File: config.mk
export PLATFORM = sky130hd
export DESIGN_NAME = valu
export DESIGN_NICKNAME = d
export VERILOG_FILES = /design/src/common/rvv_pkg.sv /design/src/hw/valu/valu.sv
export SDC_FILE = /design/constraint.sdc
export NUM_CORES = 1
export LEC_CHECK = 0
export BUFFER_PORTS_ARGS = -buffer_cell sky130_fd_sc_hd__buf_2
export CAP_MARGIN = 20
export CORE_MARGIN = 5
export CORE_UTILIZATION = 50
export DETAILED_ROUTE_END_ITERATION = 10
export PLACE_DENSITY_LB_ADDON = 0.08
export SLEW_MARGIN = 15
export SYNTH_ARGS = -nofsm -noshare
export SYNTH_HDL_FRONTEND = slang
export SYNTH_SLANG_ARGS = --single-unit
File: constraint.sdc
create_clock -name clk -period 18.49 [get_ports clk]
set_clock_uncertainty 0.2 [all_clocks]
set_input_delay 1.849 -clock clk [delete_from_list [all_inputs] [get_ports clk]]
set_output_delay 1.849 -clock clk [all_outputs]
set_load 0.05 [all_outputs]
File: src/common/rvv_pkg.sv
package rvv_pkg;

    localparam int vlen          = 256;
    localparam int data_width    = 64;
    localparam int dw_b          = data_width / 8;
    localparam int beats_per_reg = vlen / data_width;   // lmul 1 only
    localparam int beat_bits     = 2;
    localparam int num_vec       = 32;
    localparam int vreg_bits     = 5;
    localparam int xlen          = 32;
    localparam int vl_bits       = 9;                   // room for vl up to 256

    localparam logic [6:0] opc_store = 7'h27;
    localparam logic [6:0] opc_opv   = 7'h57;

    localparam logic [2:0] funct3_ivv = 3'h0;
    localparam logic [2:0] funct3_ivi = 3'h3;
    localparam logic [2:0] funct3_ivx = 3'h4;
    localparam logic [2:0] funct3_cfg = 3'h7;

    localparam logic [5:0] f6_add = 6'h00;
    localparam logic [5:0] f6_sub = 6'h02;
    localparam logic [5:0] f6_and = 6'h09;
    localparam logic [5:0] f6_or  = 6'h0a;
    localparam logic [5:0] f6_xor = 6'h0b;

    // arithmetic and store layout, vd holds vs3 for a store
    typedef struct packed {
        logic [5:0] funct6;
        logic       vm;
        logic [4:0] vs2;
        logic [4:0] vs1;      // also rs1 or simm5
        logic [2:0] funct3;
        logic [4:0] vd;
        logic [6:0] opcode;
    } opv_fmt_t;

    typedef struct packed {
        logic        top;     // 0 selects vsetvli
        logic [10:0] zimm;
        logic [4:0]  rs1;
        logic [2:0]  funct3;
        logic [4:0]  rd;
        logic [6:0]  opcode;
    } cfg_fmt_t;

    typedef union packed {
        opv_fmt_t opv;
        cfg_fmt_t cfg;
    } insn_u;

    typedef enum logic [1:0] {kind_none, kind_cfg, kind_alu, kind_store} insn_kind_e;
    typedef enum logic [2:0] {alu_add, alu_sub, alu_and, alu_or, alu_xor} alu_op_e;
    typedef enum logic [1:0] {src_vv, src_vx, src_vi} src_kind_e;

    typedef struct packed {
        insn_kind_e          kind;
        alu_op_e             alu_op;
        src_kind_e           src_kind;
        logic [4:0]          vd;
        logic [4:0]          vs1;
        logic [4:0]          vs2;
        logic                rs1_zero;
        logic                rd_zero;
        logic [4:0]          imm;
        logic [10:0]         zimm;
        logic [xlen-1:0]     scalar;
    } dec_t;

    typedef struct packed {
        logic [1:0]          sew;
        logic [vl_bits-1:0]  vl;
    } cfg_t;

    typedef struct packed {
        logic                  valid;
        insn_kind_e            kind;
        alu_op_e               alu_op;
        src_kind_e             src_kind;
        logic [1:0]            sew;
        logic [vreg_bits-1:0]  vd;
        logic [beat_bits-1:0]  beat;
        logic                  last;
        logic [dw_b-1:0]       be;
        logic [data_width-1:0] scalar;   // rs1 or raw simm5
        logic [xlen-1:0]       addr;
    } issue_t;

    typedef struct packed {
        logic                  valid;
        logic [vreg_bits-1:0]  vd;
        logic [beat_bits-1:0]  beat;
        logic                  last;
        logic [data_width-1:0] data;
        logic [dw_b-1:0]       be;
    } wr_req_t;

    typedef struct packed {
        logic                  valid;
        logic [xlen-1:0]       addr;
        logic [data_width-1:0] data;
        logic [dw_b-1:0]       be;
    } store_beat_t;

endpackage
File: src/hw/valu/valu.sv
module valu (
    input  logic                             clk,
    input  logic                             rst_n,
    input  rvv_pkg::issue_t                  item,
    input  logic [rvv_pkg::data_width-1:0]   rd_data_1,
    input  logic [rvv_pkg::data_width-1:0]   rd_data_2,
    output rvv_pkg::wr_req_t                 wr
);
    logic [rvv_pkg::data_width-1:0] imm_sx;
    logic [rvv_pkg::data_width-1:0] src_b;
    logic [rvv_pkg::data_width-1:0] res;

    // copy the low element of v into every lane
    function automatic logic [rvv_pkg::data_width-1:0] splat(
        input logic [rvv_pkg::data_width-1:0] v,
        input logic [1:0]                     sew
    );
        case (sew)
            2'd0:    return {8{v[7:0]}};
            2'd1:    return {4{v[15:0]}};
            2'd2:    return {2{v[31:0]}};
            default: return v;
        endcase
    endfunction

    // byte-serial carry chain, restarted at each element boundary
    function automatic logic [rvv_pkg::data_width-1:0] lane_add(
        input logic [rvv_pkg::data_width-1:0] a,
        input logic [rvv_pkg::data_width-1:0] b,
        input logic [1:0]                     sew,
        input logic                           sub
    );
        logic [8:0]                     sum;
        logic                           cy;
        logic [rvv_pkg::data_width-1:0] r;
        cy = 1'b0;
        r  = '0;
        for (int j = 0; j < rvv_pkg::dw_b; j++) begin
            if ((j & ((1 << sew) - 1)) == 0) begin
                cy = sub;   // a - b as a + ~b + 1
            end
            sum = {1'b0, a[j*8 +: 8]} + {1'b0, sub ? ~b[j*8 +: 8] : b[j*8 +: 8]} + 9'(cy);
            r[j*8 +: 8] = sum[7:0];
            cy = sum[8];
        end
        return r;
    endfunction

    assign imm_sx = {{(rvv_pkg::data_width - 5){item.scalar[4]}}, item.scalar[4:0]};

    always_comb begin
        case (item.src_kind)
            rvv_pkg::src_vv: src_b = rd_data_1;
            rvv_pkg::src_vi: src_b = splat(imm_sx, item.sew);
            default:         src_b = splat(item.scalar, item.sew);
        endcase
        case (item.alu_op)
            rvv_pkg::alu_add: res = lane_add(rd_data_2, src_b, item.sew, 1'b0);
            rvv_pkg::alu_sub: res = lane_add(rd_data_2, src_b, item.sew, 1'b1);
            rvv_pkg::alu_and: res = rd_data_2 & src_b;
            rvv_pkg::alu_or:  res = rd_data_2 | src_b;
            default:          res = rd_data_2 ^ src_b;
        endcase
    end

    always_ff @(posedge clk) begin
        if (!rst_n) begin
            wr <= '0;
        end else begin
            wr.valid <= item.valid & (item.kind == rvv_pkg::kind_alu);
            wr.vd    <= item.vd;
            wr.beat  <= item.beat;
            wr.last  <= item.last;
            wr.data  <= res;
            wr.be    <= item.be;
        end
    end

endmodule

==> flow_metrics.tcl <==
set metrics [dict create \
    dpl.cell_count 2305 \
    nNetsFinal 2453 \
    place_congestion 0.941 \
    core_um2 25100 \
    yosys_register_bits 81 \
    cp-startpoint "item[115]" \
    syn_area_per_cell_um2 7.16 \
    area_delta_synth_final_pct 15.0 \
    die_area_um2 28800 \
    die-width_um 170 \
    critPathCaptureType "register" \
    synth.yosys.warnings 0 \
    critPathSlowestCell "o21ai_0" \
    clock-root-buffer "clkbuf_16" \
    critPathKind "in -> reg" \
    max_stage_delay_ns 0.67 \
    grt_pass1_wl_mm 71.7 \
    reg_top3 "wr x81" \
    arrival_ns 17.32 \
    first_pass_iters 7 \
    hpwl_mm 36.8 \
    grt-ovfl-total 0 \
    fin_crit_sh_pct 93.8 \
    cts_max_level 3 \
    wl_per_cell_um 20.3 \
    setup-tns-final_ns 0 \
    ir_drop_uv 47.8 \
    grt_pass1_vias 12900 \
    via_per_inst 5.96 \
    boundaryPins 333 \
    fin_ws_ns 1.15 \
    largest_register_ffs 81 \
    hp-start "item[111]" \
    synth-edff-count 0 \
    grt_setup_unrepaired "false" \
    rows 58 \
    design_area_um2 14600 \
    drtAntennaViolNets 0 \
    netlist_area_um2 12700 \
    cts_tree "built" \
    critPathMostFrequentCell "fa_1" \
    setup_viol 0 \
    start_kind "input pin" \
    cts.repair.resized 0 \
    period_minus_slack_ns 17.34 \
    hold_viol_final 0 \
    place_area_um2 14300 \
    register_area_um2 1620 \
    hp-class "in -> reg" \
    place.port_buffers 300 \
    worst_pin_slew_ns 1.13 \
    post-cts-setup-buffer-count 0 \
    status "finished clean" \
    top_register "wr" \
    layout-drive-gt1-share_pct 18.1 \
    fp.dieH_um 170 \
    cts_max_path_buffers 2 \
    multi_input_area_um2 9920 \
    async_flop_share_pct 0 \
    grt_usage_pct 31.5 \
    synth_top_flop_cell "dfxtp_1" \
    worstPathMaxFanout 31 \
    total_leakage_power_nw 7.28 \
    final_cell_count_no_fill 2324 \
    drc 0 \
    syn_inst 1780 \
    maxSlewViolCount 0 \
    via_count 13800 \
    numCtsBuffers 9 \
    ys_seq_area_share_pct 12.7 \
    fmaxAchievable_mhz 57.7 \
    antenna_found_initial 1 \
    start_util_pct 50.7 \
    fillers 2506 \
    clkSinkCount 81 \
    synthesis.nets 2246 \
    clk_pin_slew_ns 0.07 \
    ctsHoldBuffers 0 \
    drv_cap 0 \
    first_iter_violations 1170 \
    synth_cell_types 75 \
    p_per_area_nw_per_um2 63.0 \
    post-place-ws_ns 1.08 \
    slew_headroom_pct 24.4 \
    routed_wl_mm 47.2 \
    worst_ep_required_time_ns 18.48 \
    grt_max_degree 102 \
]
[synthesized netlist by cell type, types with 6 or more instances]
library cell,n,share of area [%]
dfxtp_1,81,13
nor2b_1,39,1.9
a22oi_1,10,0.59
and2_1,20,0.98
inv_1,185,5.5
a31oi_1,16,0.79
mux2i_1,56,4.4
o2111ai_1,8,0.55
o21a_1,13,0.77
buf_1,25,0.74
mux2_2,9,0.80
o21bai_1,21,1.2
clkbuf_1,75,2.2
a21oi_1,201,7.9
nor3_1,53,2.1
buf_2,24,0.94
a21boi_0,6,0.35
xor2_1,11,0.76
nand2b_1,11,0.54
a221oi_1,11,0.76
o211ai_1,44,2.6
a21o_1,24,1.4
nand3_1,21,0.83
a211oi_1,39,2.3
ha_1,184,18
fa_1,30,4.7
nor4_1,16,0.79
o31a_1,8,0.55
o21ai_0,119,4.7
o31ai_1,11,0.65
or3_1,7,0.34
o311ai_0,7,0.48
nor3b_1,12,0.71
and3_1,9,0.44
nand2_1,125,3.7
nor2_1,162,4.8
[stage by stage]
stage                     total power [mW]  hold slack [ns]  util (%)
after floorplan                      0.569             1.78         -
after global placement               0.703             1.85      57.0
after detailed placement             0.711             1.86      57.0
after CTS                            0.920             1.48      58.3
after global routing                 0.984             1.49      58.3
final                                0.922             1.50      58.3
[layout make-up]
type / count / area share, %
Sequential cell: 81 / 11.1
Clock inverter: 7 / 0.726
Clock buffer: 9 / 1.54
Inverter: 188 / 4.82
Multi-Input combinational cell: 1387 / 67.7
Antenna cell: 2 / 0.0342
Timing Repair Buffer: 320 / 11.3
Tap cell: 330 / 2.82
[final timing paths]
check                 slack (ns)                end  cells after the start
worst min-delay path        1.50  wr[79]$_SDFF_PN0_                      2
worst max-delay path        1.15  wr[68]$_SDFF_PN0_                     65
[layer usage]
metal	part of all wire (%)	wire length, um	global-route usage (%)	up-vias
met4	2.7	1290	9.59	0
met5	0	0	0	-
met2	45	21000	50.1	697
met1	43	20400	43.5	6409
met3	9.4	4430	5.73	70
li1	-	-	-	6669
[cells by family (layout without fill, tap and decap cells)]
logic type,Yosys count,after routing,synth area share (%)
other cells,0,2,0
flops,81,81,12.7
fa+ha+maj,214,214,22.8
compound gates,594,594,29.8
buf+inv,312,524,9.43
mux,70,70,6.08
xor+xnor,15,15,1.03
simple gates,494,494,18.2
[cell usage in the layout, fill, tap and decap left out, drive strengths merged, types with 16 or more instances in the layout]
master / count
o21ai: 120
and2: 20
o21bai: 21
dfxtp: 81
nor3: 53
nand3: 21
ha: 184
a21o: 24
o211ai: 44
a21oi: 201
nand2: 125
buf: 320
a31oi: 16
nor2b: 39
a211oi: 39
fa: 30
inv: 191
mux2i: 56
nor2: 162
nor4: 16
[report_power, final]
part           switching (mW)  total, mW  internal (mW)
Combinational           0.340      0.519          0.179
Sequential            0.00453      0.197          0.193
Clock                  0.0850      0.206          0.121
Total                   0.429      0.922          0.493
[worst max-delay path: cells and delay by family]
family	cells	cell delay, ns
compound gates	35	7.14
fa+ha+maj	15	6.55
buf+inv	5	0.73
mux	1	0.17
simple gates	9	0.85
Power figures use the tool's default switching activity.
