--- config.mk ---
export PLATFORM = sky130hd
export DESIGN_NAME = cfg_unit
export DESIGN_NICKNAME = d
export VERILOG_FILES = /design/src/common/rvv_pkg.sv /design/src/hw/cfg_unit.sv
export SDC_FILE = /design/constraint.sdc
export NUM_CORES = 1
export LEC_CHECK = 0
export BUFFER_PORTS_ARGS = -buffer_cell sky130_fd_sc_hd__buf_2
export CORE_ASPECT_RATIO = 1.75
export CORE_MARGIN = 2
export CORE_UTILIZATION = 29
export DETAILED_ROUTE_END_ITERATION = 10
export GPL_TIMING_DRIVEN = 1
export PLACE_DENSITY_LB_ADDON = 0.12
export SYNTH_ARGS = -nofsm -noshare
export SYNTH_HDL_FRONTEND = slang
export SYNTH_SLANG_ARGS = --single-unit
--- constraint.sdc ---
create_clock -name clk -period 2.4 [get_ports clk]
set_input_delay 0.12 -clock clk [delete_from_list [all_inputs] [get_ports clk]]
set_output_delay 0.12 -clock clk [all_outputs]
set_load 0.1 [all_outputs]
--- src/common/rvv_pkg.sv ---
package rvv_pkg;

    localparam int vlen          = 256;
    localparam int data_width    = 64;
    localparam int dw_b          = data_width / 8;
    localparam int beats_per_reg = vlen / data_width;   // lmul 1 only
    localparam int beat_bits     = 2;
    localparam int num_vec       = 32;
    localparam int vreg_bits     = 5;
    localparam int xlen          = 32;
    localparam int vl_bits       = 9;                   // room for vl up to 256

    localparam logic [6:0] opc_store = 7'h27;
    localparam logic [6:0] opc_opv   = 7'h57;

    localparam logic [2:0] funct3_ivv = 3'h0;
    localparam logic [2:0] funct3_ivi = 3'h3;
    localparam logic [2:0] funct3_ivx = 3'h4;
    localparam logic [2:0] funct3_cfg = 3'h7;

    localparam logic [5:0] f6_add = 6'h00;
    localparam logic [5:0] f6_sub = 6'h02;
    localparam logic [5:0] f6_and = 6'h09;
    localparam logic [5:0] f6_or  = 6'h0a;
    localparam logic [5:0] f6_xor = 6'h0b;

    // arithmetic and store layout, vd holds vs3 for a store
    typedef struct packed {
        logic [5:0] funct6;
        logic       vm;
        logic [4:0] vs2;
        logic [4:0] vs1;      // also rs1 or simm5
        logic [2:0] funct3;
        logic [4:0] vd;
        logic [6:0] opcode;
    } opv_fmt_t;

    typedef struct packed {
        logic        top;     // 0 selects vsetvli
        logic [10:0] zimm;
        logic [4:0]  rs1;
        logic [2:0]  funct3;
        logic [4:0]  rd;
        logic [6:0]  opcode;
    } cfg_fmt_t;

    typedef union packed {
        opv_fmt_t opv;
        cfg_fmt_t cfg;
    } insn_u;

    typedef enum logic [1:0] {kind_none, kind_cfg, kind_alu, kind_store} insn_kind_e;
    typedef enum logic [2:0] {alu_add, alu_sub, alu_and, alu_or, alu_xor} alu_op_e;
    typedef enum logic [1:0] {src_vv, src_vx, src_vi} src_kind_e;

    typedef struct packed {
        insn_kind_e          kind;
        alu_op_e             alu_op;
        src_kind_e           src_kind;
        logic [4:0]          vd;
        logic [4:0]          vs1;
        logic [4:0]          vs2;
        logic                rs1_zero;
        logic                rd_zero;
        logic [4:0]          imm;
        logic [10:0]         zimm;
        logic [xlen-1:0]     scalar;
    } dec_t;

    typedef struct packed {
        logic [1:0]          sew;
        logic [vl_bits-1:0]  vl;
    } cfg_t;

    typedef struct packed {
        logic                  valid;
        insn_kind_e            kind;
        alu_op_e               alu_op;
        src_kind_e             src_kind;
        logic [1:0]            sew;
        logic [vreg_bits-1:0]  vd;
        logic [beat_bits-1:0]  beat;
        logic                  last;
        logic [dw_b-1:0]       be;
        logic [data_width-1:0] scalar;   // rs1 or raw simm5
        logic [xlen-1:0]       addr;
    } issue_t;

    typedef struct packed {
        logic                  valid;
        logic [vreg_bits-1:0]  vd;
        logic [beat_bits-1:0]  beat;
        logic                  last;
        logic [data_width-1:0] data;
        logic [dw_b-1:0]       be;
    } wr_req_t;

    typedef struct packed {
        logic                  valid;
        logic [xlen-1:0]       addr;
        logic [data_width-1:0] data;
        logic [dw_b-1:0]       be;
    } store_beat_t;

endpackage
--- src/hw/cfg_unit.sv ---
module cfg_unit (
    input  logic                       clk,
    input  logic                       rst_n,
    input  rvv_pkg::dec_t              dec,
    input  logic                       cfg_fire,
    output rvv_pkg::cfg_t              cfg,
    output logic [rvv_pkg::xlen-1:0]   scalar_out,
    output logic                       scalar_valid
);
    logic                          vill;
    logic [1:0]                    new_sew;
    logic [rvv_pkg::vl_bits-1:0]   vlmax;
    logic [rvv_pkg::vl_bits-1:0]   new_vl;

    // zimm[2:0] is vlmul and zimm[5:3] is vsew
    assign vill    = (dec.zimm[2:0] != 3'b000) | dec.zimm[5];
    assign new_sew = vill ? cfg.sew : dec.zimm[4:3];
    assign vlmax   = rvv_pkg::vl_bits'(rvv_pkg::vlen / 8) >> new_sew;

    always_comb begin
        if (vill) begin
            new_vl = '0;
        end else if (dec.rs1_zero && !dec.rd_zero) begin
            new_vl = vlmax;
        end else if (dec.rs1_zero) begin
            new_vl = cfg.vl;                          // keep current vl
        end else if (dec.scalar < rvv_pkg::xlen'(vlmax)) begin
            new_vl = rvv_pkg::vl_bits'(dec.scalar);
        end else begin
            new_vl = vlmax;
        end
    end

    always_ff @(posedge clk) begin
        if (!rst_n) begin
            cfg          <= '0;
            scalar_out   <= '0;
            scalar_valid <= 1'b0;
        end else begin
            scalar_valid <= cfg_fire;
            if (cfg_fire) begin
                cfg.sew    <= new_sew;
                cfg.vl     <= new_vl;
                scalar_out <= rvv_pkg::xlen'(new_vl);
            end
        end
    end

endmodule

==> run_results.csv, run 1 <==
group,metric,value,unit
status,status,"finished clean",
cts,root_buffer,"clkbuf_8",
synth,synth_fa_ha_area_share,5.19,%
sta,final_hold_viol_count,0,
synth,synth_area,963,sq um
global_route,grt_pass1_wl,3510,um
routing,drtIter0Drc,5,
die,die_h,80.3,um
sta,skew,1.79,ps
synth,synthTopCellsByArea,"dfxtp_1 (25%), buf_4 (25%), ha_1 (5.2%)",
routing,top_layer_used,"met4",
routing,vias,918,
routing,ant_nets,0,
layout,drive_gt1_share,48.8,%
synth,synthXorXnorAreaFrac,0,%
critical_path,max_stage_delay,460,ps
critical_path,critical_path_class,"reg2reg",
global_route,antenna_found_initial,0,
routing,wirelength,2200,um
routing,wl_met3,230,um
placed_design,placed_cell_area,1200,sq um
placed_design,io_buffer_count,63,
sta,period_share,93.1,%
synth,syn-instance-count,113,
routing,met1Wirelength,678,um
cts,htreeDepth,1,
synth,ys_dominant_reg_cell,"dfxtp_1",
run,maxCapViolCount,0,
routing,via_per_inst,4.27,
power_and_ir_drop,power.density,495,nW/um^2
power_and_ir_drop,p_clk_share,28.5,%
synth,yosysWarnings,0,
power_and_ir_drop,p_sw,0.275,mW
placed_design,gp_congestion,0.794,
cts,cts.reportedPaths.clkPinSlew,50,ps
layout,nets,253,
power_and_ir_drop,pwr-share-seq,32.2,%
synth,avgSynthCellArea,8.53,sq um
routing,drc,0,
critical_path,critPathRequiredTime,2570,ps
sta,slew_viol_final,0,
layout,final_cell_mix,"buf_2 (63), conb_1 (23), nand2_1 (12), dfxtp_1 (10), inv_1 (7)",
cts,cts_tree,"done",
critical_path,worst_setup_path_end_kind,"flop",
layout,regArea,243,sq um
layout,antenna_cells,0,
routing,routedWlPerCell,10.2,um
power_and_ir_drop,p_comb_share,39.3,%
die,io_pins,119,
critical_path,crit_path_start_kind,"flop",
cts,cts_buffers,3,
synth,yosys.area.top_type_share,24.9,%
layout,finalCoreUtilization,40.0,%
die,fp.dieArea,3820,sq um
power_and_ir_drop,swShare,43.8,%
synth,synth_top_family_by_area,"buffers and inverters",
cts,cts_max_path_buffers,2,
cts,clk_latency,240,ps
cts,cts_sinks,12,
sta,max_freq,448,MHz
layout,fillers,376,
die,initial_utilization,30.3,%
critical_path,worst_ep_arrival_time,2410,ps
routing,wl_met2,1210,um
power_and_ir_drop,total_power,0.628,mW
placed_design,dp_hpwl,1970,um
critical_path,worstPathMaxFanout,6,
synth,synth_mux_area_share,4.68,%
synth,synth_sequential_area_ratio,24.9,%
synth,ys_ff_latch,12,
layout,final_common_cell,"buf_2",
global_route,grt_max_degree,10,
synth,synth_top_area_cell,"dfxtp_1",
global_route,grt_pass1_vias,897,
sta,rsz0062_at_grt,"false",
power_and_ir_drop,p_int,0.353,mW
global_route,overflow,0,
layout,syn2layout_area_growth,31.7,%
synth,yosysUniqueCellTypes,26,
sta,setup_violations,0,
synth,synthSimpleGateAreaFrac,25.1,%
die,fp.dieW,47.6,um
power_and_ir_drop,max-vdd-ir-drop,0.212,mV
cts,postCtsSetupBuffers,0,
critical_path,cp_slowest_cell,"nor4_4",
die,rows,27,
worst_hold_path,hold_class,"in2reg",
sta,fin_crit,2230,ps
routing,first_pass_iters,2,
synth,synth_edf_count,0,
global_route,track_usage,12.4,%
layout,final_area,1270,sq um
layout,multi_input_area,556,sq um
synth,synth_compound_area_share,11.6,%
synth,async_flop_share,0,%
die,coreArea,3180,sq um
critical_path,cp_cell_sequence,"nor3_2 > a31oi_2 > ha_2 > nor4_2 > nand4_1 > nor4_4 > mux2_1 > o21ai_1",
power_and_ir_drop,p_leak,0.651,nW
==> layer usage <==
layer	vias to the layer above	global-route usage, %
li1	456	-
met1	396	11.5
met2	60	22.8
met3	6	1.57
met4	0	8.38
met5	-	0
==> cells by family after synthesis <==
kind of cell | count (synthesis)
DFF | 12
muxes | 4
buffers and inverters | 40
AOI/OAI and AO/OA | 15
other | 1
adders and majority gates | 4
and+or+nand+nor | 37
==> final cells by class <==
cell class	instances	share of cell area, %
clock buffers	3	3.25
inverters	7	2.07
multi-input cells	83	43.8
flip-flops and latches	12	19.1
well taps	43	4.24
repair buffers	67	27.5
==> stage by stage <==
| step | hold slack, ps | setup WS (ps) | cells | setup TNS [ps] |
|---|---|---|---|---|
| after floorplan | 266 | 39.9 | 135 | 0 |
| after global placement | 363 | -31.4 | 212 | -98.8 |
| after detailed placement | 369 | -47.4 | 212 | -180 |
| after CTS | 117 | 98.7 | 215 | 0 |
| after global routing | 133 | 10.0 | 215 | 0 |
| final | 121 | 166 | 215 | 0 |
==> critical path, delay by kind of cell (launching register included) <==
family | cells | cell delay [ps]
adders and majority gates | 1 | 200
muxes | 1 | 370
and+or+nand+nor | 4 | 1060
AOI/OAI and AO/OA | 2 | 190
DFF | 1 | 340
==> sequential cells by signal, indices dropped and copies added, names as in the netlist <==
| signal | count |
|---|---|
| scalar_out | 9 |
| cfg | 2 |
| scalar_valid | 1 |
==> power by group through the flow <==
stage | sequential (mW) | clock [mW] | combinational, mW
CTS | 0.202 | 0.188 | 0.243
floorplan | 0.217 | 0 | 0.211
global route | 0.202 | 0.193 | 0.260
detailed placement | 0.206 | 0 | 0.243
finish | 0.202 | 0.179 | 0.246
global placement | 0.206 | 0 | 0.241
==> path summary, 6_finish.rpt <==
check,startpoint,endpoint,cells after the start,slack [ps]
max,cfg[9]$_SDFFE_PN0P_,scalar_out[3]$_SDFFE_PN0P_,8,170
min,dec[1],scalar_out[1]$_SDFFE_PN0P_,2,120
max reg2reg,cfg[9]$_SDFFE_PN0P_,scalar_out[3]$_SDFFE_PN0P_,8,170
min reg2reg,scalar_out[3]$_SDFFE_PN0P_,scalar_out[3]$_SDFFE_PN0P_,2,460
==> Yosys cell counts, types with 2 or more instances <==
cell	instances
a21boi_0	2
a31oi_1	4
a32o_1	2
and2_1	4
buf_4	32
dfxtp_1	12
ha_1	4
inv_1	7
mux2_1	4
nand2_1	12
nand3_1	5
nor3_1	2
nor3b_1	2
nor4_1	3
nor4_2	3
nor4_4	2
o21ai_1	4
==> repair_timing <==
action | 4_1_cts | 5_1_grt
gates resized for setup | 0 | 7
hold buffers | 0 | 0
endpoints found under the setup margin | 0 | 4
endpoints found under the hold margin | 0 | 0
(Power assumes the default switching activity.)
==> inputs of run 2 (changes only) <==
Settings changed: BUFFER_PORTS_ARGS -buffer_cell sky130_fd_sc_hd__buf_2 to unset, CORE_ASPECT_RATIO 1.75 to unset, CORE_UTILIZATION 29 to 55, DONT_BUFFER_PORTS set to 1.
==> run_results.csv, run 2 (synthesis gave the netlist of run 1 again) <==
group,metric,value,unit
sta,fin_crit,2250,ps
cts,root_buffer,"clkbuf_4",
worst_hold_path,hold_class,"in2reg",
critical_path,crit_family,"compound AO/OA/AOI/OAI gates",
routing,ant_nets,0,
cts,cts_buffers,3,
critical_path,cp_slowest_cell,"a2111oi_4",
layout,drive_gt1_share,30.9,%
routing,drc,0,
critical_path,critical_path_class,"reg2reg",
placed_design,gp_congestion,0.744,
die,initial_utilization,57.0,%
sta,setup_violations,0,
die,io_pins,119,
global_route,track_usage,16.9,%
cts,cts_max_path_buffers,2,
routing,drtIter0Drc,18,
cts,cts_tree,"done",
cts,cts_sinks,12,
layout,final_cell_mix,"conb_1 (23), buf_4 (15), nand2_1 (12), dfxtp_2 (11), inv_1 (7)",
die,coreArea,1690,sq um
run,maxCapViolCount,0,
sta,period_share,94.0,%
layout,nets,203,
layout,syn2layout_area_growth,5.97,%
global_route,grt_pass1_vias,642,
sta,skew,1.57,ps
sta,fin_hold_ws,7.97,ps
die,rows,15,
sta,worstMarginPinSlew,933,ps
routing,vias,726,
sta,slew_viol_final,0,
global_route,antenna_found_initial,0,
critical_path,crit_path_start_kind,"flop",
status,status,"finished clean",
sta,final_hold_viol_count,0,
routing,wirelength,1780,um
power_and_ir_drop,p_leak,0.435,nW
sta,slew_headroom,37.7,%
routing,via_per_inst,5.19,
global_route,grt_pass1_wl,2530,um
placed_design,dp_hpwl,1480,um
critical_path,max_stage_delay,390,ps
die,fp.dieW,45.9,um
cts,cts.reportedPaths.clkPinSlew,70,ps
critical_path,cpMostUsedCell,"buf_4",
die,fp.dieArea,2100,sq um
power_and_ir_drop,power.density,545,nW/um^2
layout,top_register,"scalar_out",
critical_path,worst_ep_arrival_time,2410,ps
layout,finalCoreUtilization,60.4,%
routing,first_pass_iters,4,
sta,tns,0,ps
critical_path,critPathRequiredTime,2550,ps
power_and_ir_drop,max-vdd-ir-drop,0.305,mV
cts,htreeDepth,1,
critical_path,worstPathMaxFanout,6,
critical_path,path_buf_inv,3,
critical_path,worst_setup_path_end_kind,"flop",
cts,clk_latency,260,ps
die,die_h,45.9,um
layout,final_common_cell,"conb_1",
routing,routedWlPerCell,12.7,um
layout,reg.largest.list,"scalar_out: 9 flops, cfg: 2 flops, scalar_valid: 1 flops",
critical_path,cp_cell_sequence,"nor3b_1 > a31oi_1 > ha_1 > nand2_1 > a2111oi_4 > nor4_4 > buf_4 > buf_4 > buf_4 > a32o_1",
placed_design,io_buffer_count,0,
global_route,grt_max_degree,14,
layout,largest_reg_flops,9,
layout,antenna_cells,0,
global_route,overflow,0,
sta,max_freq,443,MHz
## run 2: cell types whose count changed in the layout (fill, tap and decap cells not counted), sizes merged
cell	previous run	this run
buf	67	15
clkbuf	3	4
dlygate4sd3	0	2
## run 2: worst register-to-register path, delay by kind of cell, from the launching register on
family,cells,cell delay (ps)
adder cells (fa/ha/maj),1,290
AO/OA/AOI/OAI,3,720
AND/OR/NAND/NOR,3,350
flip-flops,1,370
buffers and inverters,3,410
## run 2: cell type report
cell class	instances	area [sq um]
clock buffer	4	36.3
timing repair buffer	17	133
multi-input combinational	83	551
fill	156	668
inverter	7	26.3
tap	17	21.3
sequential	12	254
## run 2: timing repair
item / in CTS / in global routing
setup buffers: 0 / 2
endpoints found under the hold margin: 1 / 1
gates resized for setup: 0 / 2
hold buffers: 1 / 1
setup endpoints to repair: 0 / 4
## run 2: per-stage QoR
stage	cells	power, mW	worst slack [ps]	cell area, sq um
floorplan	135	0.428	39.9	1050
global placement	132	0.404	117	933
detailed placement	132	0.405	8.72	933
finish	140	0.557	145	1020
CTS	137	0.558	82.9	980
global route	140	0.580	-22.5	1020
## run 2: power by group
group	total (mW)	internal (mW)	switching, mW
sequential	0.208	0.200	0.00747
clock	0.151	0.0919	0.0586
combinational	0.198	0.0181	0.180
total	0.557	0.311	0.246
## run 2: final timing paths
kind                                                  from                    endpoint  slack, ps  cells after the start
worst max-delay path                   cfg[9]$_SDFFE_PN0P_  scalar_out[1]$_SDFFE_PN0P_        150                     10
worst min-delay path                              cfg_fire        cfg[10]$_SDFFE_PN0P_          8                      2
worst max register to register         cfg[9]$_SDFFE_PN0P_  scalar_out[1]$_SDFFE_PN0P_        150                     10
worst min register to register  scalar_out[2]$_SDFFE_PN0P_  scalar_out[2]$_SDFFE_PN0P_        440                      2
## run 2: metal layers
metal | part of all wire (%) | GRT usage (%) | vias to the layer above
met2 | 51 | 28.9 | 53
met4 | 1.4 | 10.9 | 0
li1 | - | - | 356
met3 | 11 | 3.57 | 2
met5 | 0 | 0 | -
met1 | 36 | 18.5 | 315
