File: config.mk
export PLATFORM = sky130hd
export DESIGN_NAME = store_port
export DESIGN_NICKNAME = d
export VERILOG_FILES = /design/src/common/rvv_pkg.sv /design/src/hw/store_port.sv
export SDC_FILE = /design/constraint.sdc
export NUM_CORES = 1
export LEC_CHECK = 0
export BUFFER_PORTS_ARGS = -buffer_cell sky130_fd_sc_hd__buf_2
export CORE_AREA = 2 2 115 117
export DETAILED_ROUTE_END_ITERATION = 8
export DIE_AREA = 0 0 117 119
export PLACE_DENSITY = 0.61
export SYNTH_ARGS = -nofsm -noshare
export SYNTH_HDL_FRONTEND = slang
export SYNTH_SLANG_ARGS = --single-unit
File: constraint.sdc
create_clock -name clk -period 0.8 [get_ports clk]
set_input_delay 0.08 -clock clk [delete_from_list [all_inputs] [get_ports clk]]
set_output_delay 0.08 -clock clk [all_outputs]
set_load 0.005 [all_outputs]
File: src/common/rvv_pkg.sv
package rvv_pkg;

    localparam int vlen          = 256;
    localparam int data_width    = 64;
    localparam int dw_b          = data_width / 8;
    localparam int beats_per_reg = vlen / data_width;   // lmul 1 only
    localparam int beat_bits     = 2;
    localparam int num_vec       = 32;
    localparam int vreg_bits     = 5;
    localparam int xlen          = 32;
    localparam int vl_bits       = 9;                   // room for vl up to 256

    localparam logic [6:0] opc_store = 7'h27;
    localparam logic [6:0] opc_opv   = 7'h57;

    localparam logic [2:0] funct3_ivv = 3'h0;
    localparam logic [2:0] funct3_ivi = 3'h3;
    localparam logic [2:0] funct3_ivx = 3'h4;
    localparam logic [2:0] funct3_cfg = 3'h7;

    localparam logic [5:0] f6_add = 6'h00;
    localparam logic [5:0] f6_sub = 6'h02;
    localparam logic [5:0] f6_and = 6'h09;
    localparam logic [5:0] f6_or  = 6'h0a;
    localparam logic [5:0] f6_xor = 6'h0b;

    // arithmetic and store layout, vd holds vs3 for a store
    typedef struct packed {
        logic [5:0] funct6;
        logic       vm;
        logic [4:0] vs2;
        logic [4:0] vs1;      // also rs1 or simm5
        logic [2:0] funct3;
        logic [4:0] vd;
        logic [6:0] opcode;
    } opv_fmt_t;

    typedef struct packed {
        logic        top;     // 0 selects vsetvli
        logic [10:0] zimm;
        logic [4:0]  rs1;
        logic [2:0]  funct3;
        logic [4:0]  rd;
        logic [6:0]  opcode;
    } cfg_fmt_t;

    typedef union packed {
        opv_fmt_t opv;
        cfg_fmt_t cfg;
    } insn_u;

    typedef enum logic [1:0] {kind_none, kind_cfg, kind_alu, kind_store} insn_kind_e;
    typedef enum logic [2:0] {alu_add, alu_sub, alu_and, alu_or, alu_xor} alu_op_e;
    typedef enum logic [1:0] {src_vv, src_vx, src_vi} src_kind_e;

    typedef struct packed {
        insn_kind_e          kind;
        alu_op_e             alu_op;
        src_kind_e           src_kind;
        logic [4:0]          vd;
        logic [4:0]          vs1;
        logic [4:0]          vs2;
        logic                rs1_zero;
        logic                rd_zero;
        logic [4:0]          imm;
        logic [10:0]         zimm;
        logic [xlen-1:0]     scalar;
    } dec_t;

    typedef struct packed {
        logic [1:0]          sew;
        logic [vl_bits-1:0]  vl;
    } cfg_t;

    typedef struct packed {
        logic                  valid;
        insn_kind_e            kind;
        alu_op_e               alu_op;
        src_kind_e             src_kind;
        logic [1:0]            sew;
        logic [vreg_bits-1:0]  vd;
        logic [beat_bits-1:0]  beat;
        logic                  last;
        logic [dw_b-1:0]       be;
        logic [data_width-1:0] scalar;   // rs1 or raw simm5
        logic [xlen-1:0]       addr;
    } issue_t;

    typedef struct packed {
        logic                  valid;
        logic [vreg_bits-1:0]  vd;
        logic [beat_bits-1:0]  beat;
        logic                  last;
        logic [data_width-1:0] data;
        logic [dw_b-1:0]       be;
    } wr_req_t;

    typedef struct packed {
        logic                  valid;
        logic [xlen-1:0]       addr;
        logic [data_width-1:0] data;
        logic [dw_b-1:0]       be;
    } store_beat_t;

endpackage
File: src/hw/store_port.sv
module store_port (
    input  logic                             clk,
    input  logic                             rst_n,
    input  rvv_pkg::issue_t                  item,
    input  logic [rvv_pkg::data_width-1:0]   rd_data_1,
    output rvv_pkg::store_beat_t             store
);
    logic fire;

    assign fire = item.valid & (item.kind == rvv_pkg::kind_store);

    // one beat per cycle, memory side never stalls
    always_ff @(posedge clk) begin
        if (!rst_n) begin
            store <= '0;
        end else begin
            store.valid <= fire;
            store.addr  <= item.addr;
            store.data  <= rd_data_1;
            store.be    <= item.be;    // tail bytes masked off
        end
    end

endmodule

==> impl_results.md, run 1 <==
* GRT Resource Usage Total at approximately an eighth
* Area post-placement at approximately 4000 sq um
* Fin. max-slew vios at 0
* Period minus WS final at roughly 0.87 ns
* Slowest cell on crit path: dfxtp_2
* Synth Area per Inst at between 10 and 15 sq um
* RePlAce Congestion at between 0.6 and 0.7
* Worst Setup Slack, final at -0.0704 ns
* Hold Slack at 0.220 ns
* Worst endpoint required time at 0.72 ns
* Fmax at approximately 1100 MHz
* Core ar. at ~13000 sq um
* Io pins at 293
* Max reg flops at approximately 110
* Post-layout instance area at between 5000 and 6000 sq um
* Most frequent cells in the layout: buf_2, dlygate4sd3_1, and2_1
* Routed Antenna Nets at 0
* CTS tree: built
* Worst Hold End: store[1]
* Largest regs: store (105)
* Grt ovf at 0
* Most common cell after layout, fill and taps aside: buf_2
* Status: finished with violations
* Endpoints failing hold at 0
* Fillcell total at approximately 1100
* First-pass GRT wire length at ~13000 microns
* Leak Pwr at approximately 2.8 nW
* Via count at approximately 2700
* Crit Path Max Fanout at 1
* Initial antenna violation count at 0
* I/O Buffers at around 210
* Min-Delay Path Class: input port to flip-flop
* Sink Count at roughly 110
* Worst Path Buf+Inv at 1
* Crit Path Category: flip-flop to output pin
* Initial Util at 22.2%
* Vias in the first global route at about 2800
* Die Y at 119 microns
* Cts bufs inserted at 9
* DRC at 0
* Final net count at around 730
* Clock buffer depth at 2
* DR pass1 iterations at 4
* Rows at between 40 and 50
* Final wirelength at between 8000 and 9000 microns
* Crit path capture type: output pin
* Relative slew slack at 88.7%
* Final period util at 109%
* Family with the most delay on the worst path: flip-flops
* Slowest stage delay, CP at around 0.35 ns
* Warnings, synthesis at 0
* Area grow syn2layout at 100%
* Hold_sp: rst_n
* Setup tns final at -4.13 ns
* Overall power at between 10 and 15 mW
* Stages on the worst setup path at 1
* Worst Tran Pin Value at 0.170 ns
* Reg clk slew, reported paths at approximately 0.06 ns
* Cell Chain, Critical Path: buf_6
* H-Tree Level Count at 3
* Detailed Place HPWL at just over 5000 microns
* Yosys cell types at 5
* Synthesized area at 2850 sq um
* # diodes at 0
* Final setup fails at around 110
* Pwr dens at approximately 2000 nW/um^2
* Routed len/inst at between 10 and 15 microns
* VDD IR max at a little over 0.8 mV
* Iteration-0 DRC Markers at 76
* Max Cap Viol at 0
* Register with the most flip-flops: store
* Root Driver: clkbuf_16
* Vias per cell at around 3.7
* Setup bufs post-CTS at 0
* RSZ-0062 raised after global routing: yes
* Failing checks: negative setup slack
* Synth Instances at between 200 and 250
* Seq cells post-synth at between 100 and 150
* Synth Net Count at roughly 400
* Largest net degree at the start of global routing at 57
* Register area share after synthesis at roughly three quarters
* Arrival time worst endpoint at 0.79 ns
* Critical Path Source Type: flip-flop
* Die X at 117 microns
* Layout cell share with drive strength beyond 1 at roughly 49%
* Hold Path Depth at 3
* Pre-CTS WS at roughly 0.09 ns
* Die area at roughly 14000 sq um
-- layout make-up --
class                           instances  area [sq um]  area share (%)
Clock inverter                          2          35.0           0.613
Clock buffer                           13           280            4.91
Timing Repair Buffer                  322          2360            41.4
Tap cell                              176           220            3.86
Sequential cell                       105          2150            37.7
Multi-Input combinational cell        105           659            11.5
-- power by group --
group	leakage, nW	switching, mW	internal [mW]
clock	0.158	1.78	2.74
combinational	1.71	0.414	0.933
sequential	0.885	0.0865	5.53
-- per-layer routing --
metal	track usage, %	vias up	wire length (microns)
met3	5.19	21	890
met2	22.4	151	4600
met4	7.65	0	280
met1	10.8	1191	3120
met5	0	-	0
li1	-	1309	-
-- synthesized netlist by cell type --
master   count  area (sq um)
dfxtp_1    105          2100
and2_1     104           651
buf_6        6          67.6
buf_2        5          25.0
and4_1       1          8.76
-- cells by family after synthesis --
family	Yosys count	share of synthesized area, %
flops	105	73.7
buf+inv	11	3.24
simple gates	105	23.1
-- what timing repair did --
| action | in CTS | in global routing |
|---|---|---|
| hold endpoints to repair | 105 | 0 |
| setup endpoints to repair | 105 | 105 |
| resized for setup | 13 | 57 |
| hold buffers | 107 | 0 |
-- how the worst max path moves through the flow --
stage | startpoint | to | slack (ns)
after floorplan | rst_n | store[49] | 0.25
after global placement | rst_n | store[104] | 0.09
after detailed placement | rst_n | store[104] | 0.09
after CTS | store[104] | store[104] | -0.09
after global routing | store[104] | store[104] | -0.1
final | store[104] | store[104] | -0.07
-- per-stage QoR --
step | std cells | util, %
after floorplan | 221 | -
after global placement | 601 | 31.7
after detailed placement | 601 | 31.7
after CTS | 723 | 42.8
after global routing | 723 | 44.4
final | 723 | 44.4
No activity file was read; power rests on OpenSTA's default activity.
==> inputs of run 2 (changes only) <==
--- a/config.mk
+++ b/config.mk
@@ -5,11 +5,16 @@
 export SDC_FILE = /design/constraint.sdc
 export NUM_CORES = 1
 export LEC_CHECK = 0
+export ABC_CLOCK_PERIOD_IN_PS = 800
 export BUFFER_PORTS_ARGS = -buffer_cell sky130_fd_sc_hd__buf_2
-export CORE_AREA = 2 2 115 117
+export CELL_PAD_IN_SITES_DETAIL_PLACEMENT = 1
+export CELL_PAD_IN_SITES_GLOBAL_PLACEMENT = 2
+export CORE_ASPECT_RATIO = 1.75
+export CORE_MARGIN = 2
+export CORE_UTILIZATION = 18
 export DETAILED_ROUTE_END_ITERATION = 8
-export DIE_AREA = 0 0 117 119
-export PLACE_DENSITY = 0.61
+export GPL_TIMING_DRIVEN = 0
+export PLACE_DENSITY = 0.84
 export SYNTH_ARGS = -nofsm -noshare
 export SYNTH_HDL_FRONTEND = slang
 export SYNTH_SLANG_ARGS = --single-unit
==> impl_results.md, run 2 (synthesis gave the netlist of run 1 again) <==
* Period minus WS final at 0.877 ns
* Vias in the first global route at approximately 3200
* Register with the most flip-flops: store
* CTS tree: built
* Vias per cell at between 3 and 4
* Crit Path Category: flip-flop to output pin
* Crit path capture type: output pin
* H-Tree Level Count at 3
* Cell Chain, Critical Path: buf_2
* Grt ovf at 0
* Iteration-0 DRC Markers at 50
* Final setup fails at ~110
* Die Y at approximately 170 microns
* Largest net degree at the start of global routing at 18
* Initial Util at 18.5%
* Critical Path Source Type: flip-flop
* Largest regs: store (105)
* Slowest stage delay, CP at about 0.35 ns
* Finished Layout Cells at 739
* Max reg flops at between 100 and 150
* DRC at 0
* Routed Antenna Nets at 0
* Clock buffer depth at 2
* Leak Pwr at between 2 and 3 nW
* Initial antenna violation count at 0
* Hold_sp: item[120]
* RSZ-0062 raised after global routing: yes
* Reg clk slew, reported paths at approximately 0.07 ns
* Placed insts at approximately 620
* Final period util at 110%
* Overall power at approximately 11 mW
* Sink Count at 105
* # diodes at 0
* RePlAce Congestion at around 0.76
* Final net count at between 700 and 800
* GRT Resource Usage Total at between 10 and 15%
* VDD IR max at around 1.1 mV
* Area post-placement at between 4000 and 5000 sq um
* Worst endpoint required time at 0.72 ns
* Fin. max-slew vios at 0
* Worst Setup Slack, final at -0.0775 ns
* Die X at a little under 100 microns
* DR pass1 iterations at 4
* Worst Hold End: store[104]
* Die area at between 15000 and 20000 sq um
* Pwr dens at 1940 nW/um^2
* Final wirelength at about 11000 microns
* Max Cap Viol at 0
* Failing checks: negative setup slack
* Endpoints failing hold at 0
* First-pass GRT wire length at ~17000 microns
* Area grow syn2layout at 106%
* Crit Path Max Fanout at 1
* Rows at 60
* Via count at roughly 2700
* Worst Tran Pin Value at 0.159 ns
* Slowest cell on crit path: dfxtp_2
* Worst Path Buf+Inv at 1
* Status: finished with violations
* Arrival time worst endpoint at 0.80 ns
* Io pins at 293
* Detailed Place HPWL at around 7300 microns
* Family with the most delay on the worst path: flip-flops
* I/O Buffers at roughly 210
* Layout cell share with drive strength beyond 1 at between 50% and 60%
* Hold Path Depth at 2
* Most common cell after layout, fill and taps aside: buf_2
* Core ar. at approximately 15000 sq um
* Fillcell total at approximately 1700
* Fmax at between 1000 and 1500 MHz
* Post-layout instance area at 5880 sq um
* Cts bufs inserted at 9
* Routed len/inst at around 15 microns
* Relative slew slack at roughly nine tenths
* Most frequent cells in the layout: buf_2, and2_1, dlygate4sd3_1
* Min-Delay Path Class: input port to flip-flop
* Root Driver: clkbuf_16
## run 2: changes by cell type in the layout (fill, tap and decap cells not counted), moves of 2 or more
| cell | before | now |
|---|---|---|
| buf_6 | 30 | 57 |
| dfxtp_1 | 66 | 46 |
| dfxtp_2 | 39 | 59 |
| clkinv_4 | 0 | 3 |
| buf_12 | 2 | 0 |
| buf_2 | 183 | 166 |
| dlygate4sd3_1 | 107 | 104 |
## run 2: how the worst max path moves through the flow
| stage | slack, ns | cells past startpoint | from | end |
|---|---|---|---|---|
| finish | -0.08 | 1 | store[19] | store[19] |
| CTS | -0.09 | 1 | store[19] | store[19] |
| detailed placement | 0.16 | 3 | rst_n | store[92] |
| global route | -0.11 | 1 | store[19] | store[19] |
| floorplan | 0.25 | 3 | rst_n | store[49] |
| global placement | 0.16 | 3 | rst_n | store[92] |
## run 2: power breakdown
group	switching, mW	leakage [nW]	total, mW	internal (mW)
registers	0.106	0.891	5.64	5.54
logic	0.453	1.76	1.46	1.00
clock network	1.94	0.149	4.33	2.40
total	2.50	2.80	11.4	8.94
## run 2: repair_timing
| item | 4_1_cts | 5_1_grt |
|---|---|---|
| hold endpoints to repair | 104 | 0 |
| gates resized for setup | 34 | 76 |
| buffers inserted | 0 | 0 |
| endpoints found under the setup margin | 105 | 105 |
| hold buffers | 104 | 0 |
## run 2: area by class of cell
type	instances	area (sq um)	share of cell area (%)
timing repair buffer	316	2420	41.2
sequential	105	2180	37.0
multi-input combinational	105	659	11.2
clock buffer	12	267	4.53
tap	186	233	3.96
buffer	11	92.6	1.57
clock inverter	4	35.0	0.595
## run 2: metal layers
| metal | up-vias | GRT usage [%] | part of all wire, % | wire length, microns |
|---|---|---|---|---|
| li1 | 1316 | - | - | - |
| met1 | 1198 | 12.6 | 35 | 3830 |
| met2 | 168 | 23.1 | 53 | 5810 |
| met3 | 8 | 5.39 | 10 | 1140 |
| met4 | 0 | 4.41 | 1.2 | 127 |
| met5 | - | 0 | 0 | 0 |
## run 2: stage by stage
stage	setup TNS [ns]	utilization [%]	setup slack (ns)	hold WS, ns
6_report	-4.00	38.0	-0.0775	0.0260
5_1_grt	-7.63	38.0	-0.106	0.0284
4_1_cts	-6.28	36.2	-0.0943	0.00665
3_5_place_dp	0	26.8	0.162	0.290
3_3_place_gp	0	26.8	0.157	0.286
2_1_floorplan	0	-	0.254	0.202
==> inputs of run 3 (changes only) <==
--- a/config.mk
+++ b/config.mk
@@ -5,16 +5,16 @@
 export SDC_FILE = /design/constraint.sdc
 export NUM_CORES = 1
 export LEC_CHECK = 0
-export ABC_CLOCK_PERIOD_IN_PS = 800
+export ABC_CLOCK_PERIOD_IN_PS = 1130
 export BUFFER_PORTS_ARGS = -buffer_cell sky130_fd_sc_hd__buf_2
 export CELL_PAD_IN_SITES_DETAIL_PLACEMENT = 1
 export CELL_PAD_IN_SITES_GLOBAL_PLACEMENT = 2
 export CORE_ASPECT_RATIO = 1.75
 export CORE_MARGIN = 2
-export CORE_UTILIZATION = 18
+export CORE_UTILIZATION = 19
 export DETAILED_ROUTE_END_ITERATION = 8
 export GPL_TIMING_DRIVEN = 0
-export PLACE_DENSITY = 0.84
+export PLACE_DENSITY = 0.88
 export SYNTH_ARGS = -nofsm -noshare
 export SYNTH_HDL_FRONTEND = slang
 export SYNTH_SLANG_ARGS = --single-unit
==> constraint.sdc (replaced) <==
create_clock -name clk -period 1.13 [get_ports clk]
set_input_delay 0.113 -clock clk [delete_from_list [all_inputs] [get_ports clk]]
set_output_delay 0.113 -clock clk [all_outputs]
set_load 0.005 [all_outputs]
==> impl_results.md, run 3 (synthesis gave the netlist of run 1 again) <==
* Setup tns final at 0 ns
* Cts bufs inserted at 9
* Most common cell after layout, fill and taps aside: buf_2
* Initial Util at between 10% and 20%
* Grt ovf at 0
* Pwr dens at around 1500 nW/um^2
* Reg clk slew, reported paths at 0.08 ns
* Via count at between 2000 and 3000
* CP Launch Point: store[6]
* Detailed Place HPWL at between 7000 and 8000 microns
* VDD IR max at roughly 0.74 mV
* Rows at 59
* Period minus WS final at a little over 0.9 ns
* Die X at around 97 microns
* Final setup fails at 0
* Routed len/inst at 14.5 microns
* Final net count at about 730
* Overall power at between 7 and 8 mW
* Fin. max-slew vios at 0
* Slowest stage delay, CP at between 0.3 and 0.4 ns
* Family with the most delay on the worst path: flip-flops
* Multi-input logic area at about 660 sq um
* Iteration-0 DRC Markers at 24
* Core ar. at between 10000 and 15000 sq um
* Arrival time worst endpoint at approximately 0.8 ns
* Initial antenna violation count at 0
* End point of the critical path: store[6]
* Relative slew slack at approximately 90%
* Sink Count at about 110
* Root Driver: clkbuf_16
* Largest regs: store (105)
* Min-Delay Path Class: input port to flip-flop
* DRC at 0
* Cell Chain, Critical Path: buf_2
* H-Tree Level Count at 3
* Max reg flops at about 110
* Vias per cell at between 3 and 4
* Crit Path Max Fanout at 1
* # diodes at 0
* Worst Path Buf+Inv at 1
* Die Y at around 170 microns
* Slowest cell on crit path: dfxtp_1
* Layout cell share with drive strength beyond 1 at a little over two fifths
* Final wirelength at 10600 microns
* Register with the most flip-flops: store
* Most frequent cells in the layout: buf_2, dfxtp_1, and2_1
* Fillcell total at 1702
* Post_cts resized at 0
* Clock buffer depth at 2
* Final design utilization at between 30% and 40%
* Endpoints failing hold at 0
* Hold-fix buffers, CTS at 100
* Hold Slack at 0.0189 ns
* Final period util at roughly 81%
* Max Cap Viol at 0
* Vias in the first global route at around 3200
* Worst Tran Pin Value at 0.157 ns
* Routed Antenna Nets at 0
* Die area at 16100 sq um
* Crit Path Category: flip-flop to output pin
* Status: completed
* Largest net degree at the start of global routing at 19
* RePlAce Congestion at ~0.72
* GRT Resource Usage Total at a little over an eighth
* CTS tree: built
* Io pins at 293
* Area grow syn2layout at 90.4%
* Stages on the worst setup path at 1
* Setup bufs post-CTS at 0
* DR pass1 iterations at 4
* Critical Path Source Type: flip-flop
* Crit path capture type: output pin
* Seq. cell area at 2100 sq um
* RSZ-0062 raised after global routing: no
* Leak Pwr at 2.69 nW
* Worst endpoint required time at slightly above 1 ns
* I/O Buffers at about 210
* First-pass GRT wire length at 16900 microns
* Fmax at 1090 MHz
[run 3: power by group]
group / switching (mW) / internal (mW)
combinational: 0.317 / 0.597
clock: 1.44 / 1.59
sequential: 0.0530 / 3.90
total: 1.81 / 6.08
[run 3: area by class of cell]
| type | count | share of cell area (%) |
|---|---|---|
| plain buffers | 11 | 1.70 |
| repair buffers | 312 | 37.9 |
| clock inverters | 6 | 0.921 |
| multi-input cells | 105 | 12.1 |
| well taps | 183 | 4.21 |
| flip-flops and latches | 105 | 38.7 |
| clock buffers | 10 | 4.40 |
[run 3: stage by stage]
stage / worst slack, ns / area [sq um] / cells
2_1_floorplan: 0.551 / 2850 / 221
3_3_place_gp: 0.471 / 4140 / 616
4_1_cts: 0.205 / 5430 / 732
5_1_grt: 0.166 / 5430 / 732
6_report: 0.213 / 5430 / 732
3_5_place_dp: 0.467 / 4140 / 616
[run 3: worst min path at each step]
stage          cells past startpoint    endpoint           from
2_1_floorplan                      1  store[100]       item[28]
3_3_place_gp                       2   store[44]  rd_data_1[36]
3_5_place_dp                       2  store[100]       item[28]
4_1_cts                            2   store[84]       item[12]
5_1_grt                            2   store[84]       item[12]
6_report                           2   store[84]       item[12]
[run 3: per-layer routing]
layer  up-vias  track usage (%)  routed length, microns  part of all wire (%)
met5         -                0                       0                     0
met4         0             4.59                     187                   1.8
met3        15             5.01                     929                   8.8
met2       156             24.9                    5640                    53
met1      1235             13.2                    3860                    36
li1       1311                -                       -                     -
